--- src/logic/cpuPkg.sv ---
package cpuPkg;

    typedef logic [7:0]  byte_t;
    typedef logic [7:0]  addr_t;
    typedef logic [15:0] instr_t;
    typedef logic [1:0]  regIdx_t;

    localparam int    numRegs = 4;
    localparam addr_t resetPc = 8'h00;

    // Opcodes 7, 8, E and F run as no-ops
    typedef enum logic [3:0] {
        opAnd  = 4'h0,
        opOr   = 4'h1,
        opNot  = 4'h2,
        opAdd  = 4'h3,
        opSub  = 4'h4,
        opLsr  = 4'h5,
        opLsl  = 4'h6,
        opInc  = 4'h7,
        opDec  = 4'h8,
        opBra  = 4'h9,
        opBne  = 4'hA,
        opMov  = 4'hB,
        opLd   = 4'hC,
        opSt   = 4'hD,
        opPull = 4'hE,
        opPush = 4'hF
    } opcode_t;

    // Same order as opcodes 0 to 6
    typedef enum logic [2:0] {
        aluAnd,
        aluOr,
        aluNot,
        aluAdd,
        aluSub,
        aluLsr,
        aluLsl,
        aluPassA
    } aluOp_t;

    typedef enum logic [1:0] {
        inAlu,
        inImmediate,
        inMemory
    } regInSel_t;

    typedef enum logic [1:0] {
        fetchHigh,
        fetchLow,
        execute,
        memAccess
    } seqState_t;

    typedef enum logic {
        fromPc,
        fromAr
    } addrSel_t;

    typedef struct packed {
        logic      regWrite;
        regIdx_t   regDst;
        regIdx_t   regSrcA;
        regIdx_t   regSrcB;
        regInSel_t regInSel;
        aluOp_t    aluOp;
        logic      flagUpdate;
        logic      pcInc;
        logic      pcLoad;
        logic      arLoad;
        addrSel_t  addrSel;
        byte_t     imm;          // Address or immediate field
    } ctrlWord_t;

endpackage
--- src/logic/cpuTop.sv ---
`timescale 1ns/1ps

module cpuTop (
    input  logic          clock,
    input  logic          rstN,
    input  cpuPkg::byte_t memReadData,
    output cpuPkg::addr_t memAddr,
    output cpuPkg::byte_t memWriteData,
    output logic          memWrite
);

    cpuPkg::ctrlWord_t ctrl;
    cpuPkg::byte_t     operandA;
    cpuPkg::byte_t     operandB;
    cpuPkg::byte_t     aluResult;
    logic              zeroFlag;

    controlSequencer i_controlSequencer (
        .clock       (clock),
        .rstN        (rstN),
        .memReadData (memReadData),
        .zeroFlag    (zeroFlag),
        .ctrl        (ctrl),
        .memWrite    (memWrite)
    );

    addressUnit i_addressUnit (
        .clock   (clock),
        .rstN    (rstN),
        .ctrl    (ctrl),
        .memAddr (memAddr)
    );

    regFile i_regFile (
        .clock       (clock),
        .rstN        (rstN),
        .ctrl        (ctrl),
        .aluResult   (aluResult),
        .memReadData (memReadData),
        .operandA    (operandA),
        .operandB    (operandB)
    );

    aluUnit i_aluUnit (
        .clock     (clock),
        .rstN      (rstN),
        .ctrl      (ctrl),
        .operandA  (operandA),
        .operandB  (operandB),
        .aluResult (aluResult),
        .zeroFlag  (zeroFlag)
    );

    assign memWriteData = operandB;   // ST source via read port B

endmodule

--- src/logic/aluUnit.sv ---
`timescale 1ns/1ps

module aluUnit (
    input  logic              clock,
    input  logic              rstN,
    input  cpuPkg::ctrlWord_t ctrl,
    input  cpuPkg::byte_t     operandA,
    input  cpuPkg::byte_t     operandB,
    output cpuPkg::byte_t     aluResult,
    output logic              zeroFlag
);

    always_comb begin
        case (ctrl.aluOp)
            cpuPkg::aluAnd: begin
                aluResult = operandA & operandB;
            end
            cpuPkg::aluOr: begin
                aluResult = operandA | operandB;
            end
            cpuPkg::aluNot: begin
                aluResult = ~operandA;
            end
            cpuPkg::aluAdd: begin
                aluResult = operandA + operandB;   // Wraps mod 256
            end
            cpuPkg::aluSub: begin
                aluResult = operandA - operandB;
            end
            cpuPkg::aluLsr: begin
                aluResult = {1'b0, operandA[7:1]};
            end
            cpuPkg::aluLsl: begin
                aluResult = {operandA[6:0], 1'b0};
            end
            default: begin
                aluResult = operandA;              // MOV
            end
        endcase
    end

    // Holds its value across branches and memory ops
    always_ff @(posedge clock or negedge rstN) begin
        if (!rstN) begin
            zeroFlag <= 1'b0;
        end else if (ctrl.flagUpdate) begin
            zeroFlag <= (aluResult == '0);
        end
    end

endmodule

--- src/logic/regFile.sv ---
`timescale 1ns/1ps

module regFile (
    input  logic              clock,
    input  logic              rstN,
    input  cpuPkg::ctrlWord_t ctrl,
    input  cpuPkg::byte_t     aluResult,
    input  cpuPkg::byte_t     memReadData,
    output cpuPkg::byte_t     operandA,
    output cpuPkg::byte_t     operandB
);

    cpuPkg::byte_t regQ [cpuPkg::numRegs];
    cpuPkg::byte_t writeData;

    always_comb begin
        case (ctrl.regInSel)
            cpuPkg::inImmediate: begin
                writeData = ctrl.imm;
            end
            cpuPkg::inMemory: begin
                writeData = memReadData;      // LD direct
            end
            default: begin
                writeData = aluResult;
            end
        endcase
    end

    for (genvar i = 0; i < cpuPkg::numRegs; i++) begin : gSlot
        logic          slotWrite;
        cpuPkg::byte_t value;

        assign slotWrite = ctrl.regWrite && (ctrl.regDst == cpuPkg::regIdx_t'(i));

        always_ff @(posedge clock or negedge rstN) begin
            if (!rstN) begin
                value <= '0;
            end else if (slotWrite) begin
                value <= writeData;
            end
        end

        assign regQ[i] = value;
    end

    // Read ports
    assign operandA = regQ[ctrl.regSrcA];
    assign operandB = regQ[ctrl.regSrcB];

endmodule

--- src/logic/addressUnit.sv ---
`timescale 1ns/1ps

module addressUnit (
    input  logic              clock,
    input  logic              rstN,
    input  cpuPkg::ctrlWord_t ctrl,
    output cpuPkg::addr_t     memAddr
);

    cpuPkg::addr_t pc;
    cpuPkg::addr_t ar;

    always_ff @(posedge clock or negedge rstN) begin
        if (!rstN) begin
            pc <= cpuPkg::resetPc;
        end else if (ctrl.pcLoad) begin
            pc <= ctrl.imm;                   // Branch target
        end else if (ctrl.pcInc) begin
            pc <= pc + cpuPkg::addr_t'(1);
        end
    end

    always_ff @(posedge clock or negedge rstN) begin
        if (!rstN) begin
            ar <= '0;
        end else if (ctrl.arLoad) begin
            ar <= ctrl.imm;
        end
    end

    always_comb begin
        case (ctrl.addrSel)
            cpuPkg::fromAr: begin
                memAddr = ar;
            end
            default: begin
                memAddr = pc;
            end
        endcase
    end

    // Fetch steps and branches never overlap
    assert property (@(posedge clock) disable iff (!rstN)
        !(ctrl.pcInc && ctrl.pcLoad));

endmodule

--- src/logic/controlSequencer.sv ---
`timescale 1ns/1ps

module controlSequencer (
    input  logic              clock,
    input  logic              rstN,
    input  cpuPkg::byte_t     memReadData,
    input  logic              zeroFlag,
    output cpuPkg::ctrlWord_t ctrl,
    output logic              memWrite
);

    cpuPkg::seqState_t state;
    cpuPkg::seqState_t nextState;
    cpuPkg::instr_t    ir;
    cpuPkg::opcode_t   opcode;
    logic              directMode;

    assign opcode     = cpuPkg::opcode_t'(ir[15:12]);
    assign directMode = ir[10];           // LD mode bit

    always_ff @(posedge clock or negedge rstN) begin
        if (!rstN) begin
            state <= cpuPkg::fetchHigh;
            ir    <= '0;
        end else begin
            state <= nextState;
            if (state == cpuPkg::fetchHigh) begin
                ir[15:8] <= memReadData;  // High byte first
            end
            if (state == cpuPkg::fetchLow) begin
                ir[7:0] <= memReadData;
            end
        end
    end

    always_comb begin
        ctrl          = '0;
        ctrl.regDst   = ir[9:8];          // Also the LD/ST register field
        ctrl.regSrcA  = ir[5:4];
        ctrl.regSrcB  = ir[1:0];
        ctrl.regInSel = cpuPkg::inAlu;
        ctrl.aluOp    = cpuPkg::aluPassA;
        ctrl.addrSel  = cpuPkg::fromPc;
        ctrl.imm      = ir[7:0];
        memWrite      = 1'b0;
        nextState     = cpuPkg::fetchHigh;

        case (state)
            cpuPkg::fetchHigh: begin
                ctrl.pcInc = 1'b1;
                nextState  = cpuPkg::fetchLow;
            end
            cpuPkg::fetchLow: begin
                ctrl.pcInc = 1'b1;
                nextState  = cpuPkg::execute;
            end
            cpuPkg::execute: begin
                case (opcode)
                    cpuPkg::opAnd, cpuPkg::opOr, cpuPkg::opNot, cpuPkg::opAdd,
                    cpuPkg::opSub, cpuPkg::opLsr, cpuPkg::opLsl: begin
                        ctrl.regWrite   = 1'b1;
                        ctrl.flagUpdate = 1'b1;
                        ctrl.aluOp      = cpuPkg::aluOp_t'(ir[14:12]);
                    end
                    cpuPkg::opMov: begin
                        ctrl.regWrite   = 1'b1;
                        ctrl.flagUpdate = 1'b1;
                        ctrl.aluOp      = cpuPkg::aluPassA;
                    end
                    cpuPkg::opBra: begin
                        ctrl.pcLoad = 1'b1;
                    end
                    cpuPkg::opBne: begin
                        ctrl.pcLoad = !zeroFlag;
                    end
                    cpuPkg::opLd: begin
                        if (directMode) begin
                            ctrl.arLoad = 1'b1;
                            nextState   = cpuPkg::memAccess;
                        end else begin
                            ctrl.regWrite = 1'b1;
                            ctrl.regInSel = cpuPkg::inImmediate;
                        end
                    end
                    cpuPkg::opSt: begin
                        ctrl.arLoad = 1'b1;
                        nextState   = cpuPkg::memAccess;
                    end
                    default: begin
                        ctrl.regWrite = 1'b0;  // No-op
                    end
                endcase
            end
            cpuPkg::memAccess: begin
                ctrl.addrSel = cpuPkg::fromAr;
                ctrl.regSrcB = ir[9:8];     // Store data register
                if (opcode == cpuPkg::opLd) begin
                    ctrl.regWrite = 1'b1;
                    ctrl.regInSel = cpuPkg::inMemory;
                end
                if (opcode == cpuPkg::opSt) begin
                    memWrite = 1'b1;
                end
            end
        endcase
    end

    // A store is a single-cycle strobe in memAccess
    assert property (@(posedge clock) disable iff (!rstN)
        memWrite |-> (state == cpuPkg::memAccess) ##1 !memWrite);

    assert property (@(posedge clock) disable iff (!rstN)
        (state == cpuPkg::memAccess) |-> $past(state) == cpuPkg::execute);

endmodule

--- config.mk ---
export PLATFORM = sky130hd
export DESIGN_NAME = cpuTop
export DESIGN_NICKNAME = d
export VERILOG_FILES = /design/src/logic/cpuPkg.sv /design/src/logic/cpuTop.sv /design/src/logic/aluUnit.sv /design/src/logic/regFile.sv /design/src/logic/addressUnit.sv /design/src/logic/controlSequencer.sv
export SDC_FILE = /design/constraint.sdc
export NUM_CORES = 1
export LEC_CHECK = 0
export ABC_AREA = 1
export BUFFER_PORTS_ARGS = -buffer_cell sky130_fd_sc_hd__buf_2
export CORE_MARGIN = 5
export CORE_UTILIZATION = 50
export CTS_CLUSTER_SIZE = 20
export DETAILED_ROUTE_END_ITERATION = 16
export GPL_TIMING_DRIVEN = 1
export PLACE_DENSITY = 0.64
export SYNTH_ARGS = -nofsm -noshare
export SYNTH_HDL_FRONTEND = slang
export SYNTH_SLANG_ARGS = --single-unit
--- constraint.sdc ---
create_clock -name clock -period 3.61 [get_ports clock]
set_input_delay 0.361 -clock clock [delete_from_list [all_inputs] [get_ports clock]]
set_output_delay 0.361 -clock clock [all_outputs]
set_load 0.05 [all_outputs]
==> flow_metrics.env, run 1 <==
export IMPL_worstSetupStartpointType="flip-flop"
export IMPL_syn_inst=689
export IMPL_wl_um=14200
export IMPL_crit_type="flip-flop to flip-flop"
export IMPL_worstMarginPinSlew_ns=0.809
export IMPL_setup_viol=0
export IMPL_synth_ff_type="dfrtp_1"
export IMPL_critical_path_max_stage_delay_ns=0.49
export IMPL_root_buffer="clkbuf_8"
export IMPL_syn_area_per_cell_um2=6.89
export IMPL_final_core_util=0.569
export IMPL_rows=35
export IMPL_dieHeight_um=107
export IMPL_drt_wirelength_per_cell_um=16.6
export IMPL_grt_max_degree=39
export IMPL_die_area_um2=11500
export IMPL_critPathBufInv=2
export IMPL_r2r_end="i_regFile.gSlot[3].value[7]"
export IMPL_diodes=0
export IMPL_areaGrowthSynthToFinish_pct=10.8
export IMPL_ctsHoldBuffers=0
export IMPL_grt_pass1_vias=4495
export IMPL_ioPinCount=27
export IMPL_drtIter0Drc=400
export IMPL_grt_overflow_total=0
export IMPL_antenna_left=0
export IMPL_path_max_fanout=10
export IMPL_period_needed_ns=3.40
export IMPL_fp_dieW_um=107
export IMPL_critical_path_startpoint="i_controlSequencer.state[0]"
export IMPL_synth_top_cell_area_share=0.348
export IMPL_fin_skew_ns=0.0184
export IMPL_cts_sinks=66
export IMPL_drcViolationCount=0
export IMPL_cts_buffers=9
export IMPL_num_vias=4686
export IMPL_hold_path_class="input port to asynchronous set/reset pin"
export IMPL_path_cells="nand2_8 -> nand2_4 -> buf_4 -> nand3_1 -> nand3_1 -> nand2_2 -> ha_1 -> inv_1 -> nor2_2 -> a21oi_1 -> xor2_1 -> ha_1 -> a21oi_1 -> o21ai_0 -> a31oi_1 -> nand3_1 -> nand3_2 -> nand3_2 -> nand3_1 -> nand2_1"
export IMPL_cp_top_family="simple AND/OR/NAND/NOR gates"
export IMPL_reg2reg_slack_ns=0.21
export IMPL_clock_fmax_ghz=0.294
export IMPL_synth_net_count=715
export IMPL_cp_slowest_cell="dfrtp_2"
export IMPL_hold_violations=0
export IMPL_synth_most_common_cell="nand2_1"
export IMPL_critPathCapture="i_regFile.gSlot[3].value[7]"
export IMPL_fin_tns_setup_ns=0
export IMPL_fin_nets=747
export IMPL_vias_per_cell=5.48
export IMPL_crit_arrival_ns=3.64
export IMPL_postSynth_asyncResetShare=1.00
export IMPL_drive_gt1_frac=0.140
export IMPL_ys_seq_area_frac=0.348
export IMPL_slew_violations=0
export IMPL_rr_worst_depth=20
export IMPL_firstDrtPassIters=6
export IMPL_yosysUniqueCellTypes=39
export IMPL_timing_rr_start="i_controlSequencer.state[0]"
export IMPL_whs_ns=0.0328
export IMPL_start_util=0.514
export IMPL_antenna_found_initial=0
export IMPL_endpoint_kind="flip-flop"
export IMPL_cp_depth=20
export IMPL_finalCritPeriodShare=0.943
export IMPL_synth_area_top_cells="dfrtp_1 (35%), nand2_1 (16%), inv_1 (7.3%)"
export IMPL_cts_tree="built"
export IMPL_grt_pass1_wl_um=23100
export IMPL_required_ns=3.85
export IMPL_hpwl_um=10800
export IMPL_ys_ff_latch=66
export IMPL_maxSlewHeadroom=0.459
export IMPL_critPathMostFrequentCell="nand3_1"
export IMPL_track_usage=0.256
export IMPL_maxCapViolCount=0
export IMPL_routabilityCongestion=0.948
export IMPL_h_tree_depth=3
export IMPL_status="finished clean"
export IMPL_path_clk_slew_ns=0.09
export IMPL_yosysTopAreaCell="dfrtp_1"
export IMPL_io_buffer_count=26
export IMPL_synth_edff_count=0
export IMPL_clk_latency_ns=0.35
export IMPL_synth_area_um2=4750
export IMPL_core_area_um2=9240
export IMPL_ys_warnings_count=0
export IMPL_yosys_top_cells_count="nand2_1 (201), inv_1 (92), dfrtp_1 (66)"
export IMPL_cts_buffer_depth=2
[cells in the final DEF, fill, tap and decap left out, types with 9 or more instances in the layout]
cell	instances
nand3_2	10
dfrtp_1	64
o22ai_1	10
o21ai_0	61
clkbuf_8	9
o21ai_1	15
nand3_1	56
ha_1	15
o221ai_1	10
buf_4	16
nand2_1	201
nor2_1	38
a21oi_1	24
buf_2	26
inv_1	92
nand2_2	9
[worst min path at each step]
stage,start,end,slack (ns),depth (start not counted)
after floorplan,rstN,i_addressUnit.ar[0],0.07,0
after global placement,rstN,i_addressUnit.ar[6],0.43,1
after detailed placement,rstN,i_addressUnit.ar[6],0.44,1
after CTS,rstN,i_addressUnit.ar[6],0.05,1
after global routing,rstN,i_addressUnit.ar[7],0.08,1
final,rstN,i_addressUnit.ar[7],0.03,1
[cell families (layout without fill, tap and decap cells)]
family	Yosys count	count (layout)	synth area share
and+or+nand+nor	335	335	0.312
AOI/OAI and AO/OA	141	141	0.170
buffers and inverters	120	157	0.105
DFF	66	66	0.348
adders and majority gates	16	16	0.0437
xor gates and xnor gates	10	10	0.0184
muxes	1	1	0.00237
[state kept, by name, summed over array words and instances (netlist names)]
register                  cells
i_regFile.gSlot.value        32
i_aluUnit.zeroFlag            1
i_addressUnit.ar              8
i_controlSequencer.state      2
i_controlSequencer.ir        15
i_addressUnit.pc              8
[metal layers]
| layer | global-route usage | up-vias | share of wire |
|---|---|---|---|
| met4 | 0.0884 | 0 | 0.025 |
| met3 | 0.0612 | 28 | 0.071 |
| met5 | 0 | - | 0 |
| met1 | 0.352 | 2186 | 0.45 |
| li1 | - | 2299 | - |
| met2 | 0.396 | 173 | 0.45 |
[layout make-up]
cell class	count	area, µm²
inverter	99	372
clock inverter	7	75.1
fill	916	3980
clock buffer	9	124
timing repair buffer	42	250
tap	129	161
sequential	66	1650
multi-input combinational	503	2620
[metrics by stage]
stage / std cells / instance area, µm² / setup WS, ns
2_1_floorplan: 689 / 4750 / 0.450
3_3_place_gp: 837 / 5020 / 0.128
3_5_place_dp: 837 / 5020 / 0.00879
4_1_cts: 853 / 5220 / 0.0920
5_1_grt: 855 / 5260 / -0.0417
6_report: 855 / 5260 / 0.205
[repair_timing]
| item | in CTS | in global routing |
|---|---|---|
| setup endpoints to repair | 4 | 21 |
| gates resized for setup | 1 | 7 |
| setup buffers | 0 | 2 |
| pin swaps | 0 | 1 |
Power of run 1 is left out: the tool's default activity adds up to more than one toggle a clock period on the data nets, which glitch-free logic cannot reach.
==> run 2, diff against run 1 <==
--- a/config.mk
+++ b/config.mk
@@ -7,7 +7,7 @@
 export LEC_CHECK = 0
 export ABC_AREA = 1
 export BUFFER_PORTS_ARGS = -buffer_cell sky130_fd_sc_hd__buf_2
-export CORE_MARGIN = 5
+export CORE_MARGIN = 3
 export CORE_UTILIZATION = 50
 export CTS_CLUSTER_SIZE = 20
 export DETAILED_ROUTE_END_ITERATION = 16
@@ -15,4 +15,5 @@
 export PLACE_DENSITY = 0.64
 export SYNTH_ARGS = -nofsm -noshare
 export SYNTH_HDL_FRONTEND = slang
+export SYNTH_HIERARCHICAL = 1
 export SYNTH_SLANG_ARGS = --single-unit
==> flow_metrics.env, run 2 <==
export IMPL_cts_tree="built"
export IMPL_clock_fmax_ghz=0.296
export IMPL_cp_top_family="simple AND/OR/NAND/NOR gates"
export IMPL_setup_viol=0
export IMPL_largest_reg_flops=32
export IMPL_fin_ws_ns=0.227
export IMPL_period_needed_ns=3.38
export IMPL_cp_depth=23
export IMPL_synth_area_um2=5110
export IMPL_yosysTopAreaCell="dfrtp_1"
export IMPL_ioPinCount=27
export IMPL_fin_skew_ns=0.0112
export IMPL_largest_register="i_regFile/gSlot.value"
export IMPL_path_clk_slew_ns=0.08
export IMPL_path_max_fanout=7
export IMPL_rows=36
export IMPL_rsz0062_at_grt="yes"
export IMPL_synth_ff_type="dfrtp_1"
export IMPL_antenna_left=0
export IMPL_maxCapViolCount=0
export IMPL_required_ns=3.85
export IMPL_slew_violations=0
export IMPL_crit_type="flip-flop to flip-flop"
export IMPL_critPathMostFrequentCell="nand2_1"
export IMPL_critical_path_startpoint="i_controlSequencer/state[1]"
export IMPL_antenna_found_initial=0
export IMPL_cts_sinks=66
export IMPL_r2r_end="i_regFile/gSlot[3].value[7]"
export IMPL_clk_latency_ns=0.36
export IMPL_wl_um=14600
export IMPL_cts_buffer_depth=2
export IMPL_stdcell_area_um2=5820
export IMPL_postSynth_asyncResetShare=1.00
export IMPL_hpwl_um=11200
export IMPL_synth_edff_count=0
export IMPL_cts_buffers=9
export IMPL_critPathCapture="i_regFile/gSlot[3].value[7]"
export IMPL_hold_path_class="input port to flip-flop"
export IMPL_drt_wirelength_per_cell_um=15.1
export IMPL_path_cells="nand2_4 -> o21ai_4 -> buf_6 -> o21ai_0 -> nand2_1 -> nand2_2 -> nor3_2 -> inv_1 -> o31ai_2 -> xnor2_1 -> inv_1 -> ha_4 -> a21oi_1 -> nand2_1 -> a21oi_2 -> nand3_1 -> nand3_1 -> nand2_1 -> nand2_1 -> inv_1 -> or2_4 -> nand3_1 -> nand2_1"
export IMPL_hold_violations=0
export IMPL_timing_rr_start="i_controlSequencer/state[1]"
export IMPL_grt_overflow_total=0
export IMPL_syn_area_per_cell_um2=6.47
export IMPL_drcViolationCount=0
export IMPL_diodes=0
export IMPL_dieHeight_um=107
export IMPL_layout_common_cells="nand2_1 (285), nand3_1 (94), inv_1 (86)"
export IMPL_die_area_um2=11500
export IMPL_ys_seq_area_frac=0.323
export IMPL_syn_inst=789
export IMPL_worstMarginPinSlew_ns=0.872
export IMPL_synth_net_count=813
export IMPL_fin_nets=854
export IMPL_root_buffer="clkbuf_8"
export IMPL_worstSetupStartpointType="flip-flop"
export IMPL_areaGrowthSynthToFinish_pct=14.0
export IMPL_whs_ns=0.250
export IMPL_grt_max_degree=29
export IMPL_critical_path_max_stage_delay_ns=0.39
export IMPL_track_usage=0.268
export IMPL_start_util=0.518
export IMPL_synth_area_top_cells="dfrtp_1 (32%), nand2_1 (22%), nand3_1 (9.2%)"
export IMPL_num_vias=5217
export IMPL_place_ws_ns=0.0401
export IMPL_routabilityCongestion=0.935
export IMPL_yosys_top_cells_count="nand2_1 (295), nand3_1 (94), inv_1 (89)"
export IMPL_ys_ff_latch=66
export IMPL_drtIter0Drc=348
export IMPL_core_area_um2=9860
export IMPL_reg2reg_slack_ns=0.23
export IMPL_finalCritPeriodShare=0.937
export IMPL_synth_most_common_cell="nand2_1"
export IMPL_top_regs="i_regFile/gSlot.value: 32 flops, i_controlSequencer/ir: 15 flops"
export IMPL_h_tree_depth=3
export IMPL_final_core_util=0.590
export IMPL_ys_warnings_count=6
export IMPL_firstDrtPassIters=5
export IMPL_yosysUniqueCellTypes=32
export IMPL_grt_pass1_wl_um=24300
export IMPL_status="finished clean"
export IMPL_placed_area_um2=5460
export IMPL_synth_top_cell_area_share=0.323
export IMPL_grt_pass1_vias=4936
export IMPL_final_common_cell="nand2_1"
export IMPL_rr_worst_depth=23
export IMPL_vias_per_cell=5.39
export IMPL_io_buffer_count=26
export IMPL_critPathBufInv=4
export IMPL_cp_slowest_cell="dfrtp_1"
export IMPL_crit_arrival_ns=3.62
export IMPL_endpoint_kind="flip-flop"
export IMPL_maxSlewHeadroom=0.417
export IMPL_fp_dieW_um=107
export IMPL_drive_gt1_frac=0.201
run 2: worst min-delay path, cell delays in order:
cell and delay (ns):
buf_2 0.11, nand2_2 0.06, o21ai_2 0.04
run 2: worst min-delay path by stage:
| stage | from | to | slack [ns] | cells past startpoint |
|---|---|---|---|---|
| after detailed placement | rstN | i_regFile/gSlot[0].value[5] | 0.36 | 1 |
| after floorplan | rstN | i_addressUnit/ar[0] | 0.07 | 0 |
| final | memReadData[7] | i_controlSequencer/ir[15] | 0.25 | 3 |
| after CTS | memReadData[7] | i_controlSequencer/ir[15] | 0.24 | 3 |
| after global placement | rstN | i_regFile/gSlot[0].value[5] | 0.35 | 1 |
| after global routing | memReadData[7] | i_controlSequencer/ir[15] | 0.25 | 3 |
run 2: logic make-up after synthesis:
family / after synthesis / synth area share
AOI/OAI and AO/OA: 81 / 0.0894
xor gates and xnor gates: 8 / 0.0137
adders and majority gates: 14 / 0.0358
buffers and inverters: 133 / 0.115
DFF: 66 / 0.323
muxes: 6 / 0.0132
and+or+nand+nor: 481 / 0.409
run 2: final cells by class:
cell class	instances	area (µm²)
inverters	101	379
flip-flops and latches	66	1650
multi-input cells	591	3020
clock buffers	12	165
well taps	133	166
clock inverters	4	32.5
repair buffers	61	409
fillers	968	4040
run 2: through the flow:
step,TNS [ns],cells
5_1_grt,-0.120,968
6_report,0,968
3_5_place_dp,0,946
3_3_place_gp,0,946
4_1_cts,0,963
2_1_floorplan,0,789
run 2: routing by layer:
layer  global-route usage  part of all wire  wire, µm
met1                0.345              0.44      6480
met2                0.445              0.48      7010
met3               0.0500             0.054       784
met4                0.103             0.025       362
met5                    0                 0         0
run 2: what timing repair did:
action / CTS / global route
hold buffers: 1 / 0
buffers inserted: 0 / 3
endpoints found under the setup margin: 0 / 21
endpoints found under the hold margin: 20 / 0
gates resized for setup: 0 / 35
Power of run 2 is left out for the same reason.
